File: src/rtl/reset_pkg.sv
// Reset package with the reset trigger struct and the power-on FSM states
`default_nettype none

package reset_pkg;

   // ################################################
   // Reset triggers
   // ################################################

   // All triggers are plain active-high levels
   typedef struct packed {
      logic por;                                // Power-on reset still active
      logic pb;                                 // Debounced reset button
      logic sw_fpga;                            // Software reset of FPGA logic
      logic sw_chip;                            // Software reset of accelerator board
   } reset_req_t;

   // ################################################
   // Power-on FSM
   // ################################################

   typedef enum logic {
      POR_COUNTING,                             // Holding reset, counter running
      POR_DONE                                  // Count expired, reset released
   } por_state_t;

endpackage : reset_pkg

`default_nettype wire

File: src/rtl/board_pkg.sv
// Board package with the pushbutton, LED and alive counter widths and vector types
`default_nettype none

package board_pkg;

   // ################################################
   // Board widths
   // ################################################

   localparam int NUM_PB  = 2;                  // User pushbuttons SW5, SW7
   localparam int NUM_LED = 8;                  // User LED bank
   localparam int ALIVE_W = 32;                 // Heartbeat counter width

   // ################################################
   // Vector types
   // ################################################

   // One bit per button, bit 0 is the reset button
   typedef logic [NUM_PB-1:0]  pb_vec_t;

   // LED drive, active low on the board
   typedef logic [NUM_LED-1:0] led_vec_t;

   typedef logic [ALIVE_W-1:0] alive_count_t;   // Free-running alive count

endpackage : board_pkg

`default_nettype wire
File: src/rtl/parallella_board_top.sv
// Board top joining the button debouncers, reset controller and heartbeat LEDs
`timescale 1ns/10ps
`default_nettype none

module parallella_board_top
#(
   parameter int DEBOUNCE_CYCLES = 1048576,     // 2^20 stable cycles
   parameter int POR_CYCLES      = 1045311,     // Power-on hold length
   parameter int LED_LSB         = 23           // Heartbeat tap position
)
(
   input  logic                sys_clk,
   input  logic                fpga_reset,      // Board reset, active high
   input  board_pkg::pb_vec_t  user_pb,         // Raw pushbuttons
   input  logic                sw_fpga_reset,   // Software logic reset
   input  logic                sw_chip_reset,   // Software board reset
   output board_pkg::led_vec_t user_led,        // Heartbeat LEDs
   output board_pkg::pb_vec_t  user_pb_clean,   // Debounced pushbuttons
   output logic                aafm_resetn      // Accelerator board reset
);

   import board_pkg::*;
   import reset_pkg::*;

   reset_req_t reset_req;                       // Triggers into reset controller
   logic       logic_reset;                     // Combined FPGA logic reset

   // ################################################
   // Pushbutton debouncers
   // ################################################

   for (genvar k = 0; k < NUM_PB; k++)
   begin : gen_debounce
      pb_debouncer #(
         .DEBOUNCE_CYCLES (DEBOUNCE_CYCLES)
      ) u_debouncer (
         .sys_clk    (sys_clk),
         .fpga_reset (fpga_reset),
         .noisy_in   (user_pb[k]),
         .clean_out  (user_pb_clean[k])
      );
   end

   // ################################################
   // Reset tree
   // ################################################

   // Power-on term is filled in by the reset controller itself
   assign reset_req = '{
      por:     1'b0,
      pb:      user_pb_clean[0],                // SW5 is the reset button
      sw_fpga: sw_fpga_reset,
      sw_chip: sw_chip_reset
   };

   reset_controller #(
      .POR_CYCLES (POR_CYCLES)
   ) u_reset_controller (
      .sys_clk     (sys_clk),
      .fpga_reset  (fpga_reset),
      .reset_req   (reset_req),
      .logic_reset (logic_reset),
      .aafm_resetn (aafm_resetn)
   );

   // ################################################
   // Heartbeat
   // ################################################

   heartbeat_counter #(
      .LED_LSB (LED_LSB)
   ) u_heartbeat_counter (
      .sys_clk     (sys_clk),
      .logic_reset (logic_reset),               // Counter frozen in any reset
      .user_led    (user_led)
   );

endmodule : parallella_board_top

`default_nettype wire

File: src/rtl/heartbeat_counter.sv
// Heartbeat counter that blinks the user LEDs from a free-running alive count
`timescale 1ns/10ps
`default_nettype none

module heartbeat_counter
#(
   parameter int LED_LSB = 23                   // Lowest count bit on the LEDs
)
(
   input  logic                sys_clk,
   input  logic                logic_reset,     // Clears the count asynchronously
   output board_pkg::led_vec_t user_led         // Inverted count tap
);

   import board_pkg::*;

   alive_count_t alive_cnt;                     // Free-running count

   // ################################################
   // Alive counter
   // ################################################

   always_ff @(posedge sys_clk or posedge logic_reset)
   begin
      if (logic_reset)
         alive_cnt <= '0;                       // Held at zero in reset
      else
         alive_cnt <= alive_cnt + 1'b1;         // Wraps after 2^ALIVE_W
   end

   // ################################################
   // LED tap
   // ################################################

   // LEDs are active low, so a board in reset shows all ones
   assign user_led = ~alive_cnt[LED_LSB +: NUM_LED];

endmodule : heartbeat_counter

`default_nettype wire

File: src/rtl/reset_controller.sv
// Reset controller with the power-on counter FSM and the reset trigger combining
`timescale 1ns/10ps
`default_nettype none

module reset_controller
#(
   parameter int POR_CYCLES = 1045311           // Power-on hold length in cycles
)
(
   input  logic                  sys_clk,
   input  logic                  fpga_reset,    // Board reset, also restarts POR
   input  reset_pkg::reset_req_t reset_req,     // Button and software triggers
   output logic                  logic_reset,   // Active-high FPGA logic reset
   output logic                  aafm_resetn    // Active-low accelerator board reset
);

   import reset_pkg::*;

   localparam int POR_W = $clog2(POR_CYCLES + 1);

   typedef logic [POR_W-1:0] por_cnt_t;

   por_state_t por_state;                       // Power-on FSM state
   por_cnt_t   por_cnt;                         // Cycles since release
   logic       por_active;                      // Power-on term

   // ################################################
   // Power-on reset
   // ################################################

   always_ff @(posedge sys_clk or posedge fpga_reset)
   begin
      if (fpga_reset)
      begin
         por_state <= POR_COUNTING;             // Start over on every board reset
         por_cnt   <= '0;
      end
      else
      begin
         case (por_state)
            POR_COUNTING:
            begin
               if (por_cnt == por_cnt_t'(POR_CYCLES))
                  por_state <= POR_DONE;        // Hold time expired
               else
                  por_cnt <= por_cnt + 1'b1;    // Keep counting
            end
            POR_DONE:
            begin
               por_state <= POR_DONE;           // Sticky until fpga_reset
               por_cnt   <= por_cnt;
            end
         endcase
      end
   end

   // Asserted in reset and throughout the count
   assign por_active = (por_state == POR_COUNTING);

   // ################################################
   // Reset combining
   // ################################################

   // The por field of reset_req is not used here, the local
   // counter is the only source of the power-on term

   // FPGA logic reset, combinational so a software reset acts at once
   assign logic_reset = fpga_reset
                      | por_active              // Power-on hold
                      | reset_req.pb            // Reset button
                      | reset_req.sw_fpga;      // Software FPGA reset

   // Accelerator board reset, low while any trigger is active
   assign aafm_resetn = ~(por_active
                        | reset_req.pb
                        | reset_req.sw_chip);   // Software chip reset

endmodule : reset_controller

`default_nettype wire

File: src/rtl/pb_debouncer.sv
// Pushbutton debouncer with a two-flop synchronizer and a stability counter
`timescale 1ns/10ps
`default_nettype none

module pb_debouncer
#(
   parameter int DEBOUNCE_CYCLES = 1048576      // Stable cycles before output follows
)
(
   input  logic sys_clk,
   input  logic fpga_reset,
   input  logic noisy_in,                       // Raw button, asynchronous
   output logic clean_out                       // Filtered level
);

   localparam int CNT_W = $clog2(DEBOUNCE_CYCLES + 1);

   typedef logic [CNT_W-1:0] stable_cnt_t;

   logic        sync_meta;                      // First sync stage
   logic        sync_q;                         // Second sync stage
   stable_cnt_t stable_cnt;                     // Cycles the new level has held

   // ################################################
   // Synchronizer
   // ################################################

   always_ff @(posedge sys_clk or posedge fpga_reset)
   begin
      if (fpga_reset)
      begin
         sync_meta <= 1'b0;
         sync_q    <= 1'b0;
      end
      else
      begin
         sync_meta <= noisy_in;                 // May go metastable
         sync_q    <= sync_meta;                // Settled copy
      end
   end

   // ################################################
   // Stability filter
   // ################################################

   // Counter only runs while the synced level differs from the output,
   // so any bounce back to the old level restarts the count from zero
   always_ff @(posedge sys_clk or posedge fpga_reset)
   begin
      if (fpga_reset)
      begin
         stable_cnt <= '0;
         clean_out  <= 1'b0;                    // Button released after reset
      end
      else if (sync_q == clean_out)
         stable_cnt <= '0;                      // No pending change
      else if (stable_cnt == stable_cnt_t'(DEBOUNCE_CYCLES - 1))
      begin
         stable_cnt <= '0;                      // Count hits limit this edge
         clean_out  <= sync_q;                  // Accept new level
      end
      else
         stable_cnt <= stable_cnt + 1'b1;       // Still bouncing or settling
   end

endmodule : pb_debouncer

`default_nettype wire

File: config.mk
export PLATFORM = sky130hd
export DESIGN_NAME = parallella_board_top
export DESIGN_NICKNAME = d
export VERILOG_FILES = /design/src/rtl/reset_pkg.sv /design/src/rtl/board_pkg.sv /design/src/rtl/parallella_board_top.sv /design/src/rtl/heartbeat_counter.sv /design/src/rtl/reset_controller.sv /design/src/rtl/pb_debouncer.sv
export SDC_FILE = /design/constraint.sdc
export NUM_CORES = 1
export LEC_CHECK = 0
export BUFFER_PORTS_ARGS = -buffer_cell sky130_fd_sc_hd__buf_2
export CAP_MARGIN = 25
export CORE_MARGIN = 4
export CORE_UTILIZATION = 36
export CTS_CLUSTER_SIZE = 24
export DETAILED_ROUTE_END_ITERATION = 12
export PLACE_DENSITY = 0.63
export SETUP_SLACK_MARGIN = 0.4
export SLEW_MARGIN = 20
export SYNTH_ARGS = -nofsm -noshare
export SYNTH_HDL_FRONTEND = slang
export SYNTH_HIERARCHICAL = 1
export SYNTH_SLANG_ARGS = --single-unit
File: constraint.sdc
create_clock -name sys_clk -period 2.7 [get_ports sys_clk]
set_input_delay 0.27 -clock sys_clk [delete_from_list [all_inputs] [get_ports sys_clk]]
set_output_delay 0.27 -clock sys_clk [all_outputs]
set_load 0.03 [all_outputs]
==> metrics.md, run 1 <==
| Metric | Value |
|---|---|
| Post-CTS setup repair buffer count | 0 |
| Maxcap violations | 0 |
| Tcrit/Tclk final | 0.7083 |
| Combinational power share | 0.022 |
| Largest net degree at the start of global routing | 32 |
| CP Launch Type | flip-flop |
| Hold/Removal Path Class | input port to flip-flop |
| Detailed placer's ending HPWL | 5904 microns |
| Sw Pwr | 599.8 uW |
| Worst-case clock buffer depth | 2 |
| DRT Wirelength | 8745 microns |
| CTS H-tree lvls | 3 |
| Die area | ~15000 sq um |
| Final Hold Viols | 0 |
| Non-Filler Instances | 664 |
| Pwr/cell area | 526.1 nW/um^2 |
| Setup ws final | ~0.79 ns |
| Clock power frac | 0.455 |
| Antenna violations before repair | 0 |
| Cells after synthesis | 459 |
| Worst-margin pin slew | 0.7851 ns |
| Max-slew violation count | 0 |
| Most frequent cells in the layout | 100 x dfrtp_1, 53 x xnor2_1, 50 x nor2_1 |
| R2R Path Start | u_reset_controller/por_cnt[1] |
| Crit. End Element | flip-flop |
| Post-route ant nets | 0 |
| Syn_area_per_cell | 10.62 sq um |
| Maximum fanout along the worst path | 5 |
| I/O Buffers | 16 |
| First drt pass iteration count | 4 |
| Status | finished clean |
| Die Span Y | 124.4 microns |
| Leading cell type in the layout, fill and taps excluded | dfrtp_1 |
| Synth Net Count | 469 |
| Global Route Usage Sum | 0.1185 |
| Ports placed on the boundary | 17 |
| Worst hold start | user_pb[0] |
| Final setup viols | 0 |
| Overall power | 2901 uW |
| Wirelength per Cell | 13.17 microns |
| RSZ-0062 raised after global routing | false |
| Total Neg Setup Slack | 0 ns |
| Post-Route Skew | 0.007138 ns |
| Root Buffer | clkbuf_16 |
| Tmin final | 1.912 ns |
| WP data arrival | 2.14 ns |
| Clock Latency Late Sink | approximately 0.34 ns |
| Setup CP Type | flip-flop to flip-flop |
| VDD IR-drop max | 0.3990 mV |
| Syn. warnings | 6 |
| Ant diodes | 0 |
| Via count | between 3000 and 4000 |
| Reg power frac | 0.523 |
| Leak Pwr | 0.002353 uW |
| Worst slack, placed | 0.6594 ns |
| Die width | 124.4 microns |
| Core Box Area | 13240 sq um |
| Site Rows | 42 |
| Slew HR | 0.4761 |
| WP data required | 2.93 ns |
| Global-route wire length before repair | 15390 microns |
| Placer congestion estimate | 0.7692 |
| Critical path origin | u_reset_controller/por_cnt[1] |
| Sw Share | 0.2068 |
| Grt total ovfl | 0 |
| Share of layout cells above drive strength 1 | 0.1332 |
| Placed Cells incl. Taps | roughly 650 |
| Clock transition at path regs | 0.07 ns |
| Synth-to-Final Area Change | 13.15% |
| Initial core utilization | 0.3680 |
| Post-Syn Area | between 4000 and 5000 sq um |
| Nets | 493 |
| CTS Sinks | 100 |
| Vias in the first global route | 3299 |
| Int Pwr | 2301 uW |
| Fmax | 0.5229 GHz |
| DR vias/cell | between 5 and 6 |
| TritonCTS clock tree | done |
| DR DRC count | 0 |
| Initial DRC count | 210 |
| CTS buffer count | 9 |
-- registers in the layout (all words and copies together), names as in the netlist --
signal                               count
u_heartbeat_counter/alive_cnt           31
gen_debounce.u_debouncer/clean_out       2
gen_debounce.u_debouncer/sync_q          2
gen_debounce.u_debouncer/stable_cnt     42
gen_debounce.u_debouncer/sync_meta       2
u_reset_controller/por_cnt              20
u_reset_controller/por_state             1
-- stage by stage --
step / hold WS (ns) / instance area [sq um] / utilization
6_report: 0.03302 / 5514 / 0.4164
5_1_grt: 0.01403 / 5514 / 0.4164
4_1_cts: 0.01812 / 5441 / 0.4109
3_5_place_dp: 0.3420 / 5131 / 0.3875
3_3_place_gp: 0.3353 / 5131 / 0.3875
2_1_floorplan: 0.2465 / 4873 / -
-- power groups by stage --
stage                     registers, uW  logic (uW)  clock network (uW)
after floorplan                    1540        40.6                   0
after global placement             1550        53.9                   0
after detailed placement           1550        55.2                   0
after CTS                          1520        55.5                1370
after global routing               1520        74.8                1430
final                              1520        64.3                1320
-- final timing paths --
kind	end	slack [ns]	cells past startpoint
hold reg to reg	gen_debounce[0].u_debouncer/sync_q	0.36	0
max in group asynchronous	u_heartbeat_counter/alive_cnt[9]	1.30	4
setup reg to reg	u_reset_controller/por_cnt[1]	0.79	5
min in group asynchronous	u_heartbeat_counter/alive_cnt[3]	0.40	4
hold / removal	gen_debounce[0].u_debouncer/sync_meta	0.03	1
setup / recovery	u_reset_controller/por_cnt[1]	0.79	5
-- per-layer routing --
metal	vias to the layer above	track usage	wire, microns
met5	-	0	0
met4	0	0.02837	38
met3	2	0.03859	273
met2	33	0.1905	4155
met1	1645	0.1559	4278
li1	1663	-	-
-- timing repair --
| item | in CTS | in global routing |
|---|---|---|
| setup endpoints to repair | 0 | 1 |
| hold buffers | 0 | 1 |
| resized for setup | 0 | 1 |
| endpoints found under the hold margin | 0 | 12 |
-- area by class of cell --
| class | count | area, sq um |
|---|---|---|
| multi-input cells | 331 | 2246 |
| fillers | 1275 | 7729 |
| clock inverters | 5 | 57.56 |
| flip-flops and latches | 100 | 2502 |
| repair buffers | 21 | 160.2 |
| inverters | 20 | 75.07 |
| clock buffers | 11 | 252.7 |
| well taps | 176 | 220.2 |
-- critical path, stage by stage, from the launching register on --
cell,delay (ns)
dfrtp_1,0.43
ha_1,0.34
inv_1,0.16
nor4_4,0.38
a21o_4,0.20
mux2_4,0.30
Power figures use the tool's default switching activity.
==> run 2: changes to the inputs <==
PLACE_DENSITY = 0.65   (was 0.63)
clock period = 1.7 ns   (was 2.7 ns; I/O delays follow)
==> metrics.md, run 2 (synthesis results as in run 1) <==
| Metric | Value |
|---|---|
| Fmax | 0.5879 GHz |
| WP data arrival | 1.98 ns |
| Critical path origin | gen_debounce[0].u_debouncer/stable_cnt[6] |
| TritonCTS clock tree | done |
| DR DRC count | 0 |
| Leading cell type in the layout, fill and taps excluded | buf_4 |
| Initial core utilization | 0.3680 |
| Hold/Removal Path Class | input port to asynchronous set/reset pin |
| Failing checks | setup timing |
| Global-route wire length before repair | 19260 microns |
| Synth-to-Final Area Change | 52.53% |
| CTS H-tree lvls | 3 |
| I/O Buffers | 16 |
| Top Registers | gen_debounce.u_debouncer/stable_cnt: 42 flops, u_heartbeat_counter/alive_cnt: 31 flops, u_reset_controller/por_cnt: 20 flops |
| Detailed placer's ending HPWL | 6867 microns |
| Leak Pwr | 0.003308 uW |
| Ant diodes | 0 |
| Int Pwr | between 3000 and 4000 uW |
| CTS Sinks | 100 |
| Crit. End Element | flip-flop |
| Via count | 4054 |
| Core Box Area | 13240 sq um |
| Tmin final | 1.701 ns |
| Sw Share | 0.2096 |
| Nets | 624 |
| Clock Latency Late Sink | 0.35 ns |
| Ports placed on the boundary | 17 |
| Placer congestion estimate | 0.7959 |
| Die width | 124.4 microns |
| Initial DRC count | around 190 |
| Sw Pwr | 1032 uW |
| CTS buffer count | 9 |
| Most frequent cells in the layout | 105 x buf_4, 92 x dfrtp_1, 43 x xnor2_1 |
| Slew HR | 0.6996 |
| WP data required | 1.97 ns |
| Tcrit/Tclk final | 1.001 |
| Cell Chain, Critical Path | nand4_2 -> or4_4 -> or4_4 -> a21oi_2 |
| Final Hold Viols | 0 |
| Clock transition at path regs | 0.07 ns |
| Max-slew violation count | 0 |
| Maxcap violations | 0 |
| Reg power frac | 0.490 |
| Top sig layer | met4 |
| Met2 WL post-DR | 6437 microns |
| Maximum fanout along the worst path | 6 |
| Status | complete, but fails checks |
| Site Rows | 42 |
| Hold WS | 0.2421 ns |
| Post-route ant nets | 0 |
| Grt total ovfl | 0 |
| Worst Setup EP | gen_debounce[0].u_debouncer/stable_cnt[19] |
| Worst-margin pin slew | 0.4465 ns |
| Root Buffer | clkbuf_16 |
| DRT Wirelength | 12190 microns |
| Max FFs per register | 42 |
| Die area | 15460 sq um |
| Post-Route M1 WL | 5190 microns |
| Slack of the worst reg-to-reg path | -0.001 ns |
| Critical path's most frequent cell | or4_4 |
| R2r endpoint | gen_debounce[0].u_debouncer/stable_cnt[19] |
| Cells on worst reg2reg path | 4 |
| Worst-case clock buffer depth | 2 |
| Share of layout cells above drive strength 1 | 0.4992 |
| First drt pass iteration count | 4 |
| Setup CP Type | flip-flop to flip-flop |
| Pwr/cell area | 662.3 nW/um^2 |
| Met3 wire length | 306 microns |
| Antenna violations before repair | 0 |
| R2R Path Start | gen_debounce[0].u_debouncer/stable_cnt[6] |
| Wirelength per Cell | 15.33 microns |
| Final setup viols | 1 |
| Post-Route Skew | slightly above 0.005 ns |
| Largest net degree at the start of global routing | 32 |
| Worst slack, placed | -0.02366 ns |
| Clock power frac | 0.482 |
| Global Route Usage Sum | 0.1469 |
| Setup ws final | -0.001067 ns |
| Biggest cell delay along the critical path | 0.58 ns |
| Combinational power share | 0.028 |
| Vias in the first global route | 4117 |
| RSZ-0062 raised after global routing | true |
| CP max-delay cell | or4_4 |
| Die Span Y | 124.4 microns |
| VDD IR-drop max | between 0.5 and 0.6 mV |
| Largest Register | gen_debounce.u_debouncer/stable_cnt |
| DR vias/cell | between 5 and 6 |
| CP Launch Type | flip-flop |
==> run 2: changes by cell type in the layout (fill, tap and decap cells not counted), sizes merged <==
cell / delta
buf: +128
bufinv: +2
clkbuf: -2
clkinv: -2
clkinvlp: +3
dlygate4sd3: +2
inv: -1
or4: +1
==> run 2: repair_timing <==
action | 4_1_cts | 5_1_grt
cloned | 2 | 0
hold endpoints to repair | 71 | 0
pin swaps | 43 | 45
hold buffers | 3 | 0
gates resized for setup | 56 | 98
buffers inserted | 54 | 38
endpoints found under the setup margin | 85 | 86
==> run 2: worst min path at each step <==
stage | startpoint | slack (ns) | to | depth (start not counted)
2_1_floorplan | fpga_reset | 0.15 | u_reset_controller/por_cnt[10] | 1
3_3_place_gp | fpga_reset | 0.08 | u_reset_controller/por_cnt[11] | 2
3_5_place_dp | fpga_reset | 0.09 | u_reset_controller/por_cnt[10] | 2
4_1_cts | sw_fpga_reset | 0.25 | u_heartbeat_counter/alive_cnt[17] | 4
5_1_grt | sw_fpga_reset | 0.26 | u_heartbeat_counter/alive_cnt[23] | 4
6_report | sw_fpga_reset | 0.24 | u_heartbeat_counter/alive_cnt[17] | 4
==> run 2: power by group through the flow <==
| stage | clock network (uW) | logic (uW) | registers (uW) |
|---|---|---|---|
| finish | 2370 | 139 | 2410 |
| detailed placement | 0 | 109 | 2460 |
| floorplan | 0 | 70.6 | 2450 |
| CTS | 2430 | 124 | 2410 |
| global placement | 0 | 106 | 2460 |
| global route | 2520 | 158 | 2410 |
==> run 2: area by class of cell <==
class	instances	area, sq um
multi-input combinational	332	3035
tap	176	220.2
timing repair buffer	151	1239
clock buffer	9	225.2
clock inverter	7	122.6
fill	1073	5809
sequential	100	2512
inverter	20	78.83
==> run 2: layer usage <==
layer  GRT usage  up-vias
met5           0        -
met4     0.05287        0
met3     0.03431       26
met2      0.2455       67
met1      0.1862     2036
li1            -     1925
==> run 2: through the flow <==
stage / utilization / instances / power, uW / setup TNS [ns] / area (sq um)
finish: 0.5613 / 795 / 4923 / -0.001067 / 7433
global route: 0.5613 / 795 / 5094 / -0.5861 / 7433
CTS: 0.5038 / 757 / 4966 / 0 / 6671
detailed placement: 0.4275 / 682 / 2568 / -0.02899 / 5662
global placement: 0.4275 / 682 / 2564 / 0 / 5662
floorplan: - / 459 / 2524 / -0.1593 / 5106
==> run 2: critical path, delay by kind of cell (launching register included) <==
family           cells  cell delay [ns]
AND/OR/NAND/NOR      3             1.13
flip-flops           1             0.37
AO/OA/AOI/OAI        1             0.12
==> run 3: changes to the inputs <==
==> constraint.sdc (replaced) <==
create_clock -name sys_clk -period 1.4 [get_ports sys_clk]
set_input_delay 0.07 -clock sys_clk [delete_from_list [all_inputs] [get_ports sys_clk]]
set_output_delay 0.07 -clock sys_clk [all_outputs]
set_load 0.03 [all_outputs]
==> metrics.md, run 3 (synthesis results as in run 1) <==
| Metric | Value |
|---|---|
| Hold/Removal Path Class | input port to asynchronous set/reset pin |
| Overall power | 5893 uW |
| Die width | 124.4 microns |
| Placer congestion estimate | between 0.8 and 0.9 |
| Tcrit/Tclk final | 1.253 |
| Top Registers | gen_debounce.u_debouncer/stable_cnt: 42 flops, u_heartbeat_counter/alive_cnt: 31 flops, u_reset_controller/por_cnt: 20 flops |
| Setup ws final | -0.3545 ns |
| Ports placed on the boundary | 17 |
| Slack of the worst reg-to-reg path | -0.35 ns |
| Biggest cell delay along the critical path | 0.51 ns |
| Int Pwr | between 4000 and 5000 uW |
| Maximum fanout along the worst path | 3 |
| DR vias/cell | 5.084 |
| Post-route ant nets | 0 |
| DR DRC count | 0 |
| Storage element area | between 2000 and 3000 sq um |
| Antenna violations before repair | 0 |
| Leak Pwr | 0.003699 uW |
| CTS buffer count | 9 |
| Ant diodes | 0 |
| Sw Pwr | 1257 uW |
| I/O Buffers | 16 |
| CP Buf/Inv Count | 1 |
| CP max-delay cell | or4_4 |
| Largest Register | gen_debounce.u_debouncer/stable_cnt |
| TritonCTS clock tree | done |
| Fill cells | between 900 and 1000 |
| Worst-case clock buffer depth | 2 |
| Status | complete, but fails checks |
| Slew HR | 0.7543 |
| Final Hold Viols | 0 |
| Grt total ovfl | 0 |
| Worst slack, placed | -0.3827 ns |
| Clock power frac | 0.463 |
| Final setup viols | 61 |
| Fmax | 0.5700 GHz |
| Tmin final | 1.754 ns |
| Clock Latency Late Sink | about 0.35 ns |
| Setup CP Type | flip-flop to flip-flop |
| First drt pass iteration count | 4 |
| Global Route Usage Sum | 0.1631 |
| VDD IR-drop max | between 0.6 and 0.7 mV |
| Site Rows | 42 |
| RSZ-0062 raised after global routing | true |
| Die Span Y | 124.4 microns |
| DRT Wirelength | 13420 microns |
| Root Buffer | clkbuf_16 |
| Crit. End Element | flip-flop |
| Most frequent cells in the layout | 126 x buf_4, 94 x dfrtp_1, 56 x buf_6 |
| Pwr/cell area | between 700 and 800 nW/um^2 |
| Die area | 15460 sq um |
| Cell Chain, Critical Path | nand4_4 -> buf_6 -> or4_4 -> or3_4 -> a21oi_2 |
| Detailed placer's ending HPWL | 7642 microns |
| Initial core utilization | 0.3680 |
| Multi-input gate area | 3050 sq um |
| CP Launch Type | flip-flop |
| Max FFs per register | 42 |
| Reg power frac | 0.497 |
| Failing checks | setup timing |
| Initial DRC count | 248 |
| CTS Sinks | 100 |
| Clock transition at path regs | 0.07 ns |
| Nets | 678 |
| WP data required | 1.67 ns |
| Leading cell type in the layout, fill and taps excluded | buf_4 |
| Vias in the first global route | about 4500 |
| Via count | 4316 |
| Combinational power share | 0.040 |
| CTS H-tree lvls | 3 |
| Worst-margin pin slew | 0.3651 ns |
| Share of layout cells above drive strength 1 | 0.5572 |
| Core Box Area | 13240 sq um |
| Largest net degree at the start of global routing | 25 |
| Post-Route Skew | 0.01143 ns |
| Wirelength per Cell | 15.81 microns |
| Max-slew violation count | 0 |
| Sw Share | 0.2134 |
| Maxcap violations | 0 |
| Global-route wire length before repair | around 21000 microns |
| Crit-path leading delay family | simple AND/OR/NAND/NOR gates |
| Synth-to-Final Area Change | 68.22% |
| WP data arrival | 2.02 ns |
run 3: changes by cell type in the layout (fill, tap and decap cells not counted), moves of 7 or more:
cell    before  now
buf_6       24   56
buf_4      105  126
nor2_2       5   16
buf_2       15    5
nor2_4      21   11
inv_1       17   10
run 3: layout make-up:
class,instances,share of cell area
Tap cell,176,0.02686
Sequential cell,100,0.3062
Clock inverter,6,0.01068
Clock buffer,10,0.02915
Multi-Input combinational cell,331,0.3721
Timing Repair Buffer,206,0.2448
Inverter,20,0.01023
run 3: worst min-delay path, cell delays in order:
cell and delay, ns:
buf_2 0.09, or3_4 0.37, clkinvlp_4 0.13, buf_6 0.11, buf_12 0.12
run 3: power by group through the flow:
stage                     clock network [uW]  logic (uW)  registers [uW]
after floorplan                            0        85.8            2980
after global placement                     0         161            2980
after detailed placement                   0         165            2980
after CTS                               2760         214            2930
after global routing                    2890         256            2930
final                                   2730         236            2930
run 3: routing by layer:
| layer | part of all wire | GRT usage |
|---|---|---|
| met5 | 0 | 0 |
| met4 | 0.017 | 0.04836 |
| met3 | 0.026 | 0.03559 |
| met2 | 0.54 | 0.2872 |
| met1 | 0.42 | 0.2003 |
run 3: through the flow:
step           area [sq um]  TNS [ns]    util  std cells  hold slack (ns)
6_report               8198    -13.29  0.6190        849           0.2318
5_1_grt                8198    -17.15  0.6190        849           0.2508
4_1_cts                7581    -10.27  0.5725        819           0.2087
3_5_place_dp           6305    -8.273  0.4761        758           0.1624
3_3_place_gp           6305    -6.841  0.4761        758           0.1600
2_1_floorplan          5175    -6.715       -        459          0.04632
run 3: path summary, 6_finish.rpt:
path                                                                start                                         end  cells after the start
worst max register to register  gen_debounce[1].u_debouncer/stable_cnt[6]  gen_debounce[1].u_debouncer/stable_cnt[18]                      5
max in group asynchronous           gen_debounce[0].u_debouncer/clean_out           u_heartbeat_counter/alive_cnt[27]                      5
worst min register to register      gen_debounce[0].u_debouncer/sync_meta          gen_debounce[0].u_debouncer/sync_q                      0
worst max-delay path            gen_debounce[1].u_debouncer/stable_cnt[6]  gen_debounce[1].u_debouncer/stable_cnt[18]                      5
worst min-delay path                                        sw_fpga_reset           u_heartbeat_counter/alive_cnt[23]                      5
min in group sys_clk                gen_debounce[0].u_debouncer/sync_meta          gen_debounce[0].u_debouncer/sync_q                      0
run 3: timing repair:
item                                    CTS  global route
endpoints found under the hold margin    71             0
hold buffers                              3             0
pin swaps                                43            48
endpoints found under the setup margin  133           136
setup buffers                            36            28
gates resized for setup                 120            74
cloned                                    6             2
